## src/hw/ooo_pkg.sv

```systemverilog
package ooo_pkg;

    // core sizes
    localparam int ROB_DEPTH = 8;
    localparam int TAG_W     = 3;
    localparam int CNT_W     = TAG_W + 1;
    localparam int NUM_RS    = 4;
    localparam int REG_W     = 5;
    localparam int NUM_REGS  = 32;
    localparam int DATA_W    = 32;

    typedef logic [DATA_W-1:0] word_t;

    // one registered result slot per reorder tag
    typedef word_t [ROB_DEPTH-1:0] bus_t;

    // supported register and immediate operations
    typedef enum logic [3:0] {
        ADD  = 4'd0,
        SUB  = 4'd1,
        AND  = 4'd2,
        OR   = 4'd3,
        XOR  = 4'd4,
        SLL  = 4'd5,
        SRL  = 4'd6,
        SRA  = 4'd7,
        SLT  = 4'd8,
        SLTU = 4'd9
    } op_t;

    // decoded operation as it arrives at the issue port
    typedef struct packed {
        op_t              op;
        logic [REG_W-1:0] rd;
        logic [REG_W-1:0] rs1;
        logic [REG_W-1:0] rs2;
        logic             use_imm;
        word_t            imm;
    } issue_t;

    // reservation station content, sources wait on a tag until valid
    typedef struct packed {
        op_t              op;
        logic [TAG_W-1:0] src1_tag;
        logic             src1_valid;
        word_t            src1_data;
        logic [TAG_W-1:0] src2_tag;
        logic             src2_valid;
        word_t            src2_data;
        logic [TAG_W-1:0] rd_tag;
    } res_word_t;

    typedef struct packed {
        op_t              op;
        word_t            src1_data;
        word_t            src2_data;
        logic [TAG_W-1:0] tag;
    } exec_word_t;

    typedef struct packed {
        logic [REG_W-1:0] rd;
        word_t            data;
    } commit_t;

endpackage

```

## src/hw/rob.sv

```systemverilog
`timescale 1ns/1ps

module rob (
    input  logic                             clk,
    input  logic                             rst_i,
    input  logic                             alloc_i,
    input  logic [ooo_pkg::REG_W-1:0]        alloc_rd_i,
    input  logic [ooo_pkg::ROB_DEPTH-1:0]    set_done_i,
    input  ooo_pkg::bus_t                    cdb_data_i,
    output logic [ooo_pkg::TAG_W-1:0]        tail_tag_o,
    output logic [ooo_pkg::TAG_W-1:0]        head_tag_o,
    output logic [ooo_pkg::ROB_DEPTH-1:0]    done_o,
    output logic                             full_o,
    output logic                             commit_valid_o,
    output ooo_pkg::commit_t                 commit_o
);

    logic [ooo_pkg::TAG_W-1:0]     head_q;
    logic [ooo_pkg::TAG_W-1:0]     tail_q;
    logic [ooo_pkg::CNT_W-1:0]     count_q;
    logic [ooo_pkg::ROB_DEPTH-1:0] done_q;
    logic [ooo_pkg::REG_W-1:0]     rd_q [ooo_pkg::ROB_DEPTH];
    logic [ooo_pkg::ROB_DEPTH-1:0] commit_clr;
    logic                          empty;
    logic                          commit;

    assign empty  = (count_q == '0);
    assign full_o = (count_q == ooo_pkg::CNT_W'(ooo_pkg::ROB_DEPTH));

    // head retires only once its result has landed on the bus
    assign commit = ~empty & done_q[head_q];

    assign commit_valid_o = commit;
    assign commit_o.rd    = rd_q[head_q];
    assign commit_o.data  = cdb_data_i[head_q];

    assign tail_tag_o = tail_q;
    assign head_tag_o = head_q;
    assign done_o     = done_q;

    always_comb begin
        commit_clr         = '0;
        commit_clr[head_q] = commit;
    end

    // pointers wrap naturally at eight entries
    always_ff @(posedge clk) begin
        if (rst_i) begin
            head_q  <= '0;
            tail_q  <= '0;
            count_q <= '0;
        end else begin
            if (alloc_i) begin
                tail_q <= tail_q + 1'b1;
            end
            if (commit) begin
                head_q <= head_q + 1'b1;
            end
            case ({alloc_i, commit})
                2'b10:   count_q <= count_q + 1'b1;
                2'b01:   count_q <= count_q - 1'b1;
                default: count_q <= count_q;
            endcase
        end
    end

    // a tag cannot complete in the same cycle it commits, so set and clear never overlap
    always_ff @(posedge clk) begin
        if (rst_i) begin
            done_q <= '0;
        end else begin
            done_q <= (done_q | set_done_i) & ~commit_clr;
        end
    end

    always_ff @(posedge clk) begin
        if (alloc_i) begin
            rd_q[tail_q] <= alloc_rd_i;
        end
    end

endmodule

```

## config.mk

```make
export PLATFORM = sky130hd
export DESIGN_NAME = rob
export DESIGN_NICKNAME = d
export VERILOG_FILES = /design/src/hw/ooo_pkg.sv /design/src/hw/rob.sv
export SDC_FILE = /design/constraint.sdc
export NUM_CORES = 1
export LEC_CHECK = 0
export ABC_CLOCK_PERIOD_IN_PS = 3500
export BUFFER_PORTS_ARGS = -buffer_cell sky130_fd_sc_hd__buf_2
export CAP_MARGIN = 10
export CORE_AREA = 5 5 123 125
export CTS_CLUSTER_DIAMETER = 40
export DETAILED_ROUTE_END_ITERATION = 6
export DIE_AREA = 0 0 128 130
export PLACE_DENSITY = 0.7
export SYNTH_ARGS = -nofsm -noshare
export SYNTH_HDL_FRONTEND = slang
export SYNTH_SLANG_ARGS = --single-unit
```

## constraint.sdc

```tcl
create_clock -name clk -period 3.5 [get_ports clk]
set_clock_uncertainty 0.1 [all_clocks]
set_input_delay 0.35 -clock clk [delete_from_list [all_inputs] [get_ports clk]]
set_output_delay 0.35 -clock clk [all_outputs]
set_load 0.1 [all_outputs]
```

==> results of run 1 <==
==> through the flow <==
stage                     hold slack (ns)  setup WS [ns]  util (%)  instance area (µm²)
after floorplan                     0.349         0.0664         -                 4530
after global placement              0.391          0.625      45.8                 6300
after detailed placement            0.404          0.480      45.8                 6300
after CTS                           0.205          0.375      48.1                 6630
after global routing                0.208          0.280      48.2                 6640
final                               0.208          0.434      48.2                 6640
==> worst max-delay path, cell delays in order (launching register included) <==
cell     delay, ns
dfxtp_4       0.60
buf_12        0.40
mux4_2        0.61
mux2_2        0.32
buf_2         0.30
==> cells in the mapped netlist, drive strengths merged <==
cell,number,share of area (%)
a311oi,6,1.2
nor2b,4,0.56
inv,3,0.25
nor4b,2,0.39
edfxtp,40,27
nand3,4,0.45
clkbuf,15,1.3
nor4bb,1,0.22
nand2,3,0.25
nor2,21,1.9
nor4,1,0.28
mux4,76,38
a41oi,2,0.39
mux2,42,11
ha,5,1.4
buf,12,1.5
a21o,1,0.17
nand2b,3,0.42
mux2i,6,1.3
or3,1,0.14
a21oi,6,0.67
xnor2,1,0.20
dfxtp,21,9.4
o21ai,5,0.56
o21bai,2,0.33
and3,1,0.25
nor3,2,0.22
xor2,4,0.78
==> worst min path at each step <==
stage                                  from                       to  slack [ns]  cells after the start
finish                        alloc_rd_i[1]     rd_q[1][1]$_DFFE_PP_        0.21                      1
detailed placement  count_q[3]$_SDFFE_PP0P_  count_q[3]$_SDFFE_PP0P_        0.40                      2
global route                  alloc_rd_i[1]     rd_q[1][1]$_DFFE_PP_        0.21                      1
global placement    count_q[3]$_SDFFE_PP0P_  count_q[3]$_SDFFE_PP0P_        0.39                      2
CTS                           alloc_rd_i[1]     rd_q[1][1]$_DFFE_PP_        0.20                      1
floorplan                     alloc_rd_i[0]     rd_q[0][0]$_DFFE_PP_        0.35                      0
==> kinds of logic (layout without fill, tap and decap cells) <==
kind of cell | count (synthesis) | count (layout) | synth area share (%)
muxes | 124 | 124 | 50.2
and+or+nand+nor | 43 | 43 | 5.10
adders and majority gates | 5 | 5 | 1.39
AOI/OAI and AO/OA | 22 | 22 | 3.29
xor gates and xnor gates | 5 | 5 | 0.975
other | 0 | 3 | 0
DFF | 61 | 61 | 36.1
buffers and inverters | 30 | 346 | 2.98
==> routing by layer <==
metal  share of wire [%]  wire length, µm  vias up  GRT usage [%]
li1                    -                -     1844              -
met1                  34             7920     2205           30.3
met3                 6.0             1390       40           4.83
met4                 3.3              769        0           9.68
met5                   0                0        -              0
met2                  56            13000      247           50.2
==> sequential cells by signal, summed over array words and instances (netlist names), named ones only <==
signal	cells
count_q	4
done_o	8
rd_q	40
tail_tag_o	3
head_tag_o	3
==> layout make-up <==
cell class,instances,area (µm²)
Fill cell,1304,7140
Antenna cell,3,7.51
Inverter,3,11.3
Clock inverter,4,70.1
Sequential cell,61,1640
Multi-Input combinational cell,199,2750
Clock buffer,12,256
Timing Repair Buffer,327,1670
Tap cell,180,225
==> where the power goes <==
group	switching, mW	leakage, nW	total [mW]	internal [mW]
Clock	0.289	0.163	0.948	0.659
Sequential	0.135	0.540	0.959	0.825
Combinational	1.71	2.06	2.56	0.856
==> impl_metrics.csv, run 1 <==
group,metric,value,unit
timing,slew_violations,0,
drt,antenna_left,0,
power_and_ir_drop,leakagePower,2.77,nW
floorplanning,io_pins,325,
drt,wirelength,23000,µm
floorplanning,die_area,16600,µm²
power_and_ir_drop,vdd_drop_max,776,µV
power_and_ir_drop,p_total,4.47,mW
min_path,hold_path_class,"primary input to flop",
floorplanning,die_x,128,µm
power_and_ir_drop,powerDensity,674,nW/µm²
drt,drt_iter0_markers,222,
final_layout,final_layout_size_suffix_gt1_share,78.1,%
synth,syn_nets,567,
floorplanning,fp.dieH,130,µm
drt,drt-pass1-iter-count,4,
clocking,clk_latency,0.32,ns
clocking,clkTransAtPathRegs,0.05,ns
drt,viasPerCell,5.50,
final_layout,stdcell_count,789,
grt,grt_max_degree,74,
synth,synth_area,4490,µm²
grt,overflow,0,
timing,finalHoldViolCount,0,
timing,setup_violations,0,
timing,fin_tns_setup,0,ns
final_layout,final_cell_mix,"buf_2 (323), mux4_2 (76), edfxtp_1 (40)",
final_layout,fin_nets,878,
setup_path,reg2reg_to,"count_q[2]$_SDFFE_PP0P_",
final_layout,final_common_cell,"buf_2",
floorplanning,coreArea,13800,µm²
grt,grt_pass1_wl,31400,µm
drt,vias,4336,
synth,avgSynthCellArea,15.5,µm²
timing,slew_headroom,34.2,%
setup_path,critPathMaxFanout,57,
setup_path,rrSetupSlack,0.47,ns
timing,fmax,0.326,GHz
setup_path,required,3.05,ns
setup_path,reg2reg_from,"head_tag_o[0]$_SDFFE_PP0P_",
placed_design,post-dp-hpwl,19900,µm
clocking,cts_root_buf,"clkbuf_16",
clocking,clkSinkCount,61,
synth,yosysWarningCount,0,
setup_path,crit_end,"commit_o[30]",
grt,grt_pass1_vias,4620,
grt,grt_usage,26.7,%
clocking,cts_made_buffers,9,
setup_path,reg2reg_depth,10,
synth,syn_inst,290,
grt,antenna_found_initial,10,
placed_design,routabilityCongestion,0.953,
setup_path,startpoint_type,"flop",
outcome,status,"finished clean",
synth,ys_ff_latch,61,
synth,ys_seq_area_share,36.1,%
placed_design,portBuffers,324,
setup_path,critPathKind,"flop to output port",
synth,ys_types,35,
timing,min_period,3.07,ns
clocking,cts-htree-levels,3,
timing,fin_crit_sh,87.6,%
placed_design,dp_cells,770,
setup_path,cp_data_arrival_time,2.62,ns
final_layout,syn_to_final_growth,47.8,%
clocking,cts_tree,"yes",
clocking,ctsHoldBuffers,0,
drt,wire_per_inst,29.2,µm
timing,rsz0062_at_grt,"false",
run,maxCapViolCount,0,
setup_path,cp-startpoint,"head_tag_o[0]$_SDFFE_PP0P_",
floorplanning,initial_utilization,32.6,%
clocking,cts_resized,0,
clocking,cts.path.max_buffers,2,
floorplanning,rows,43,
drt,post-route-drc-count,0,
timing,worst_pin_slew,0.987,ns
clocking,post_cts_buffers,0,
setup_path,crit_path_end_kind,"output port",
Note: power is estimated with default switching activity, not from simulation.
==> inputs of run 2 (changes only) <==
==> config.mk (replaced) <==
export PLATFORM = sky130hd
export DESIGN_NAME = rob
export DESIGN_NICKNAME = d
export VERILOG_FILES = /design/src/hw/ooo_pkg.sv /design/src/hw/rob.sv
export SDC_FILE = /design/constraint.sdc
export NUM_CORES = 1
export LEC_CHECK = 0
export ABC_CLOCK_PERIOD_IN_PS = 2570
export BUFFER_PORTS_ARGS = -buffer_cell sky130_fd_sc_hd__buf_2
export CAP_MARGIN = 10
export CORE_AREA = 5 5 122 124
export CTS_CLUSTER_DIAMETER = 40
export DETAILED_ROUTE_END_ITERATION = 6
export DIE_AREA = 0 0 127 129
export PLACE_DENSITY = 0.74
export SYNTH_ARGS = -nofsm -noshare
export SYNTH_HDL_FRONTEND = slang
export SYNTH_SLANG_ARGS = --single-unit
==> constraint.sdc (replaced) <==
create_clock -name clk -period 2.57 [get_ports clk]
set_clock_uncertainty 0.1 [all_clocks]
set_input_delay 0.257 -clock clk [delete_from_list [all_inputs] [get_ports clk]]
set_output_delay 0.257 -clock clk [all_outputs]
set_load 0.1 [all_outputs]
==> impl_metrics.csv, run 2 (synthesis gave the netlist of run 1 again) <==
group,metric,value,unit
outcome,status,"finished, violations left",
outcome,violations,"setup timing",
setup_path,crit_path_end_kind,"flop",
min_path,holdPathEnd,"done_o[2]$_SDFF_PP0_",
power_and_ir_drop,sw_frac_of_total,46.7,%
final_layout,postLayoutCoreUtil,50.5,%
timing,slew_headroom,41.9,%
drt,post-route-drc-count,0,
timing,fmax,0.388,GHz
drt,drt_iter0_markers,278,
setup_path,critPathMaxFanout,7,
final_layout,syn_to_final_growth,53.6,%
clocking,cts_tree,"yes",
placed_design,placed_area,6380,µm²
grt,grt_usage,27.2,%
setup_path,reg2reg_from,"head_tag_o[0]$_SDFFE_PP0P_",
timing,finalHoldViolCount,0,
timing,holdWs,0.111,ns
timing,worst_pin_slew,0.864,ns
grt,antenna_found_initial,14,
placed_design,dp_slack,0.0353,ns
power_and_ir_drop,p_clk_share,18.9,%
final_layout,final_cell_mix,"buf_2 (292), mux4_2 (76), edfxtp_1 (40)",
setup_path,rrSetupSlack,-0.008,ns
placed_design,dp_cells,776,
clocking,clkSinkCount,61,
placed_design,post-dp-hpwl,20000,µm
power_and_ir_drop,combPwrFrac,61.8,%
setup_path,critPathKind,"flop to flop",
power_and_ir_drop,leakagePower,2.88,nW
power_and_ir_drop,vdd_drop_max,496,µV
clocking,cts.path.max_buffers,2,
clocking,cts-htree-levels,3,
clocking,cts_made_buffers,9,
setup_path,startpoint_type,"flop",
grt,grt_pass1_wl,31200,µm
final_layout,stdcell_count,799,
drt,drt-pass1-iter-count,4,
floorplanning,die_x,127,µm
clocking,cts_root_buf,"clkbuf_16",
drt,wirelength,23200,µm
power_and_ir_drop,p_seq_share,19.4,%
placed_design,portBuffers,324,
grt,overflow,0,
final_layout,stdcell_area,6900,µm²
final_layout,fin_nets,888,
grt,grt_max_degree,60,
drt,viasPerCell,5.35,
floorplanning,coreArea,13700,µm²
clocking,clkTransAtPathRegs,0.05,ns
floorplanning,rows,43,
timing,rsz0062_at_grt,"true",
final_layout,largest_register_ffs,40,
drt,vias,4276,
drt,wire_per_inst,29.0,µm
floorplanning,die_area,16400,µm²
floorplanning,initial_utilization,32.9,%
setup_path,reg2reg_depth,10,
timing,setup_violations,1,
grt,grt_pass1_vias,4588,
run,maxCapViolCount,0,
timing,slew_violations,0,
final_layout,top_register,"rd_q",
final_layout,final_common_cell,"buf_2",
min_path,hold_path_class,"primary input to flop",
timing,min_period,2.58,ns
floorplanning,fp.dieH,129,µm
min_path,min_from,"set_done_i[2]",
power_and_ir_drop,p_int,3.39,mW
min_path,hold_depth,3,
setup_path,reg2reg_to,"count_q[2]$_SDFFE_PP0P_",
setup_path,required,2.72,ns
power_and_ir_drop,powerDensity,924,nW/µm²
setup_path,cp_data_arrival_time,2.73,ns
placed_design,routabilityCongestion,1.04,
clocking,clk_latency,0.32,ns
drt,antenna_left,0,
timing,fin_crit_sh,100,%
power_and_ir_drop,net-switching-power,2.98,mW
timing,setup_slack,-0.00774,ns
final_layout,final_layout_size_suffix_gt1_share,78.5,%
floorplanning,io_pins,325,
[run 2: metrics by stage]
stage               setup TNS (ns)  total power, mW
detailed placement               0             4.93
global route                -0.162             6.62
floorplan                    -2.46             4.13
global placement                 0             4.88
finish                    -0.00774             6.37
CTS                        -0.0295             6.28
[run 2: area by class of cell]
type                            instances  area (µm²)
Antenna cell                            4        10.0
Sequential cell                        61        1640
Fill cell                            1245        6770
Clock buffer                            9         225
Inverter                                3        11.3
Multi-Input combinational cell        199        2770
Timing Repair Buffer                  337        1940
Clock inverter                          6        78.8
Tap cell                              180         225
[run 2: critical path: stages, from the launching register on]
cell     delay, ns
dfxtp_4       0.45
mux2i_1       0.12
mux4_2        0.55
nor2_4        0.19
ha_4          0.16
xor2_1        0.14
ha_1          0.16
a21oi_1       0.04
xor2_1        0.16
or3_1         0.30
a21oi_1       0.13
[run 2: what timing repair did]
item / CTS / global route
gates resized for setup: 21 / 40
endpoints found under the setup margin: 31 / 29
hold buffers: 0 / 0
buffers inserted: 0 / 3
pin swaps: 0 / 1
cloned: 1 / 0
[run 2: power groups by stage]
stage / clock network [mW] / logic [mW] / registers, mW
2_1_floorplan: 0 / 2.77 / 1.36
3_3_place_gp: 0 / 3.65 / 1.23
3_5_place_dp: 0 / 3.69 / 1.24
4_1_cts: 1.22 / 3.82 / 1.23
5_1_grt: 1.27 / 4.10 / 1.24
6_report: 1.20 / 3.94 / 1.23
[run 2: worst max-delay path by stage]
stage,start,endpoint,cells after the start
after floorplan,head_tag_o[0]$_SDFFE_PP0P_,count_q[2]$_SDFFE_PP0P_,12
after global placement,head_tag_o[0]$_SDFFE_PP0P_,count_q[2]$_SDFFE_PP0P_,10
after detailed placement,head_tag_o[0]$_SDFFE_PP0P_,count_q[2]$_SDFFE_PP0P_,10
after CTS,head_tag_o[0]$_SDFFE_PP0P_,count_q[2]$_SDFFE_PP0P_,10
after global routing,head_tag_o[0]$_SDFFE_PP0P_,count_q[2]$_SDFFE_PP0P_,10
final,head_tag_o[0]$_SDFFE_PP0P_,count_q[2]$_SDFFE_PP0P_,10
[run 2: routing by layer]
layer / up-vias / GRT usage, % / wire [µm]
met1: 2082 / 33.6 / 8590
met4: 16 / 4.29 / 292
met2: 266 / 45.1 / 11400
met5: - / 0 / 97
li1: 1879 / - / -
met3: 33 / 12.0 / 2740
==> inputs of run 3 (changes only) <==
--- a/config.mk
+++ b/config.mk
@@ -8,11 +8,14 @@
 export ABC_CLOCK_PERIOD_IN_PS = 2570
 export BUFFER_PORTS_ARGS = -buffer_cell sky130_fd_sc_hd__buf_2
 export CAP_MARGIN = 10
-export CORE_AREA = 5 5 122 124
+export CELL_PAD_IN_SITES_DETAIL_PLACEMENT = 1
+export CELL_PAD_IN_SITES_GLOBAL_PLACEMENT = 1
+export CORE_MARGIN = 5
+export CORE_UTILIZATION = 28
 export CTS_CLUSTER_DIAMETER = 40
 export DETAILED_ROUTE_END_ITERATION = 6
-export DIE_AREA = 0 0 127 129
-export PLACE_DENSITY = 0.74
+export PLACE_DENSITY = 0.82
 export SYNTH_ARGS = -nofsm -noshare
 export SYNTH_HDL_FRONTEND = slang
 export SYNTH_SLANG_ARGS = --single-unit
+export TNS_END_PERCENT = 1
==> impl_metrics.csv, run 3 (synthesis gave the netlist of run 1 again) <==
group,metric,value,unit
grt,overflow,0,
grt,grt_usage,26.0,%
clocking,cts_tree,"yes",
final_layout,final_common_cell,"buf_2",
power_and_ir_drop,leakagePower,2.96,nW
timing,setup_violations,21,
grt,grt_pass1_vias,5048,
drt,wirelength,25400,µm
min_path,holdPathEnd,"rd_q[3][0]$_DFFE_PP_",
min_path,min_from,"alloc_rd_i[0]",
clocking,clk_latency,0.33,ns
clocking,cts.path.max_buffers,2,
grt,grt_max_degree,74,
timing,fin_crit_sh,103,%
setup_path,startpoint_type,"flop",
grt,antenna_found_initial,19,
setup_path,reg2reg_depth,10,
floorplanning,io_pins,325,
min_path,hold_depth,1,
setup_path,path_cells,"mux2i_1 -> mux4_2 -> nor2_4 -> ha_4 -> xor2_2 -> ha_2 -> a21oi_1 -> xor2_1 -> or3_1 -> a21oi_2",
setup_path,slowest_delay,0.53,ns
timing,holdWs,0.110,ns
final_layout,top_register,"rd_q",
timing,rsz0062_at_grt,"true",
setup_path,crit_slowest_cell,"mux4_2",
timing,setup_slack,-0.0680,ns
power_and_ir_drop,vdd_drop_max,527,µV
run,maxCapViolCount,0,
clocking,ctsHoldBuffers,0,
clocking,cts_made_buffers,9,
drt,wire_per_inst,29.9,µm
placed_design,post-dp-hpwl,20600,µm
setup_path,rrSetupSlack,-0.07,ns
floorplanning,coreArea,15800,µm²
clocking,cts_root_buf,"clkbuf_16",
drt,vias,4484,
final_layout,postLayoutCoreUtil,45.1,%
timing,worst_pin_slew,0.901,ns
clocking,clkSinkCount,61,
placed_design,dp_cells,818,
setup_path,required,2.73,ns
final_layout,final_layout_size_suffix_gt1_share,78.0,%
placed_design,routabilityCongestion,0.972,
placed_design,portBuffers,324,
timing,slew_headroom,39.5,%
final_layout,stdcell_count,851,
timing,finalHoldViolCount,0,
floorplanning,die_area,18700,µm²
final_layout,fin_nets,900,
power_and_ir_drop,powerDensity,941,nW/µm²
final_layout,final_cell_mix,"buf_2 (291), mux4_2 (76), edfxtp_1 (40)",
setup_path,critPathKind,"flop to flop",
clocking,clkTransAtPathRegs,0.05,ns
floorplanning,initial_utilization,28.4,%
setup_path,cp_data_arrival_time,2.80,ns
setup_path,reg2reg_from,"head_tag_o[0]$_SDFFE_PP0P_",
drt,antenna_left,0,
final_layout,largest_register_ffs,40,
floorplanning,die_x,137,µm
floorplanning,rows,46,
drt,post-route-drc-count,0,
floorplanning,fp.dieH,137,µm
outcome,violations,"setup timing",
setup_path,critPathMaxFanout,7,
drt,drt-pass1-iter-count,4,
setup_path,reg2reg_to,"count_q[2]$_SDFFE_PP0P_",
drt,viasPerCell,5.27,
final_layout,syn_to_final_growth,58.8,%
grt,grt_pass1_wl,34000,µm
drt,drt_iter0_markers,240,
outcome,status,"finished, violations left",
clocking,cts-htree-levels,3,
placed_design,dp_slack,0.0131,ns
setup_path,crit_path_end_kind,"flop",
timing,min_period,2.64,ns
timing,slew_violations,0,
min_path,hold_path_class,"primary input to flop",
timing,fin_tns_setup,-0.446,ns
timing,fmax,0.379,GHz
-- run 3: cell count changes in the layout (fill, tap and decap cells not counted), moves of 2 or more --
| cell | delta |
|---|---|
| buf_4 | -5 |
| buf_6 | +18 |
| clkbuf_1 | +2 |
| clkinv_2 | -2 |
| dfxtp_1 | +7 |
| dfxtp_2 | -7 |
| diode_2 | +3 |
| mux2_2 | +2 |
| mux2_4 | -2 |
-- run 3: stage by stage --
stage          power, mW  area, µm²
5_1_grt             6.91       7130
2_1_floorplan       4.09       4500
3_3_place_gp        4.85       6430
3_5_place_dp        4.93       6430
4_1_cts             6.55       6990
6_report            6.71       7130
-- run 3: power by group --
part           leakage, nW  switching [mW]  internal, mW
Sequential           0.539           0.107          1.12
Combinational         2.27            2.62          1.59
Clock                0.151           0.423         0.845
Total                 2.96            3.15          3.56
-- run 3: repair_timing --
item,4_1_cts,5_1_grt
cloned,1,1
buffers inserted,3,5
setup endpoints to repair,34,33
gates resized for setup,59,17
pin swaps,2,2
-- run 3: critical path, delay by kind of cell (launching register included) --
kind                     cells  cell delay, ns
adder cells (fa/ha/maj)      2            0.38
XOR/XNOR                     2            0.35
multiplexers                 2            0.67
AO/OA/AOI/OAI                2            0.19
flip-flops                   1            0.37
AND/OR/NAND/NOR              2            0.51
-- run 3: worst max path at each step --
stage	start	end	slack, ns	depth (start not counted)
2_1_floorplan	head_tag_o[1]$_SDFFE_PP0P_	count_q[2]$_SDFFE_PP0P_	-1.20	9
3_3_place_gp	head_tag_o[0]$_SDFFE_PP0P_	count_q[3]$_SDFFE_PP0P_	0.08	9
3_5_place_dp	head_tag_o[0]$_SDFFE_PP0P_	count_q[2]$_SDFFE_PP0P_	0.01	10
4_1_cts	head_tag_o[0]$_SDFFE_PP0P_	count_q[2]$_SDFFE_PP0P_	-0.007	10
5_1_grt	head_tag_o[0]$_SDFFE_PP0P_	count_q[2]$_SDFFE_PP0P_	-0.16	10
6_report	head_tag_o[0]$_SDFFE_PP0P_	count_q[2]$_SDFFE_PP0P_	-0.07	10
-- run 3: final cells by class --
cell class,count,area [µm²]
multi-input cells,199,2770
fillers,1746,8690
flip-flops and latches,61,1630
inverters,3,11.3
clock inverters,5,77.6
diodes,7,17.5
repair buffers,349,2120
well taps,216,270
clock buffers,11,233
-- run 3: metal layers --
metal | vias to the layer above | global-route usage (%) | share of wire, %
met3 | 59 | 8.01 | 10
li1 | 1899 | - | -
met5 | - | 0 | 0.40
met2 | 267 | 44.0 | 51
met1 | 2243 | 30.7 | 35
met4 | 16 | 10.4 | 3.1
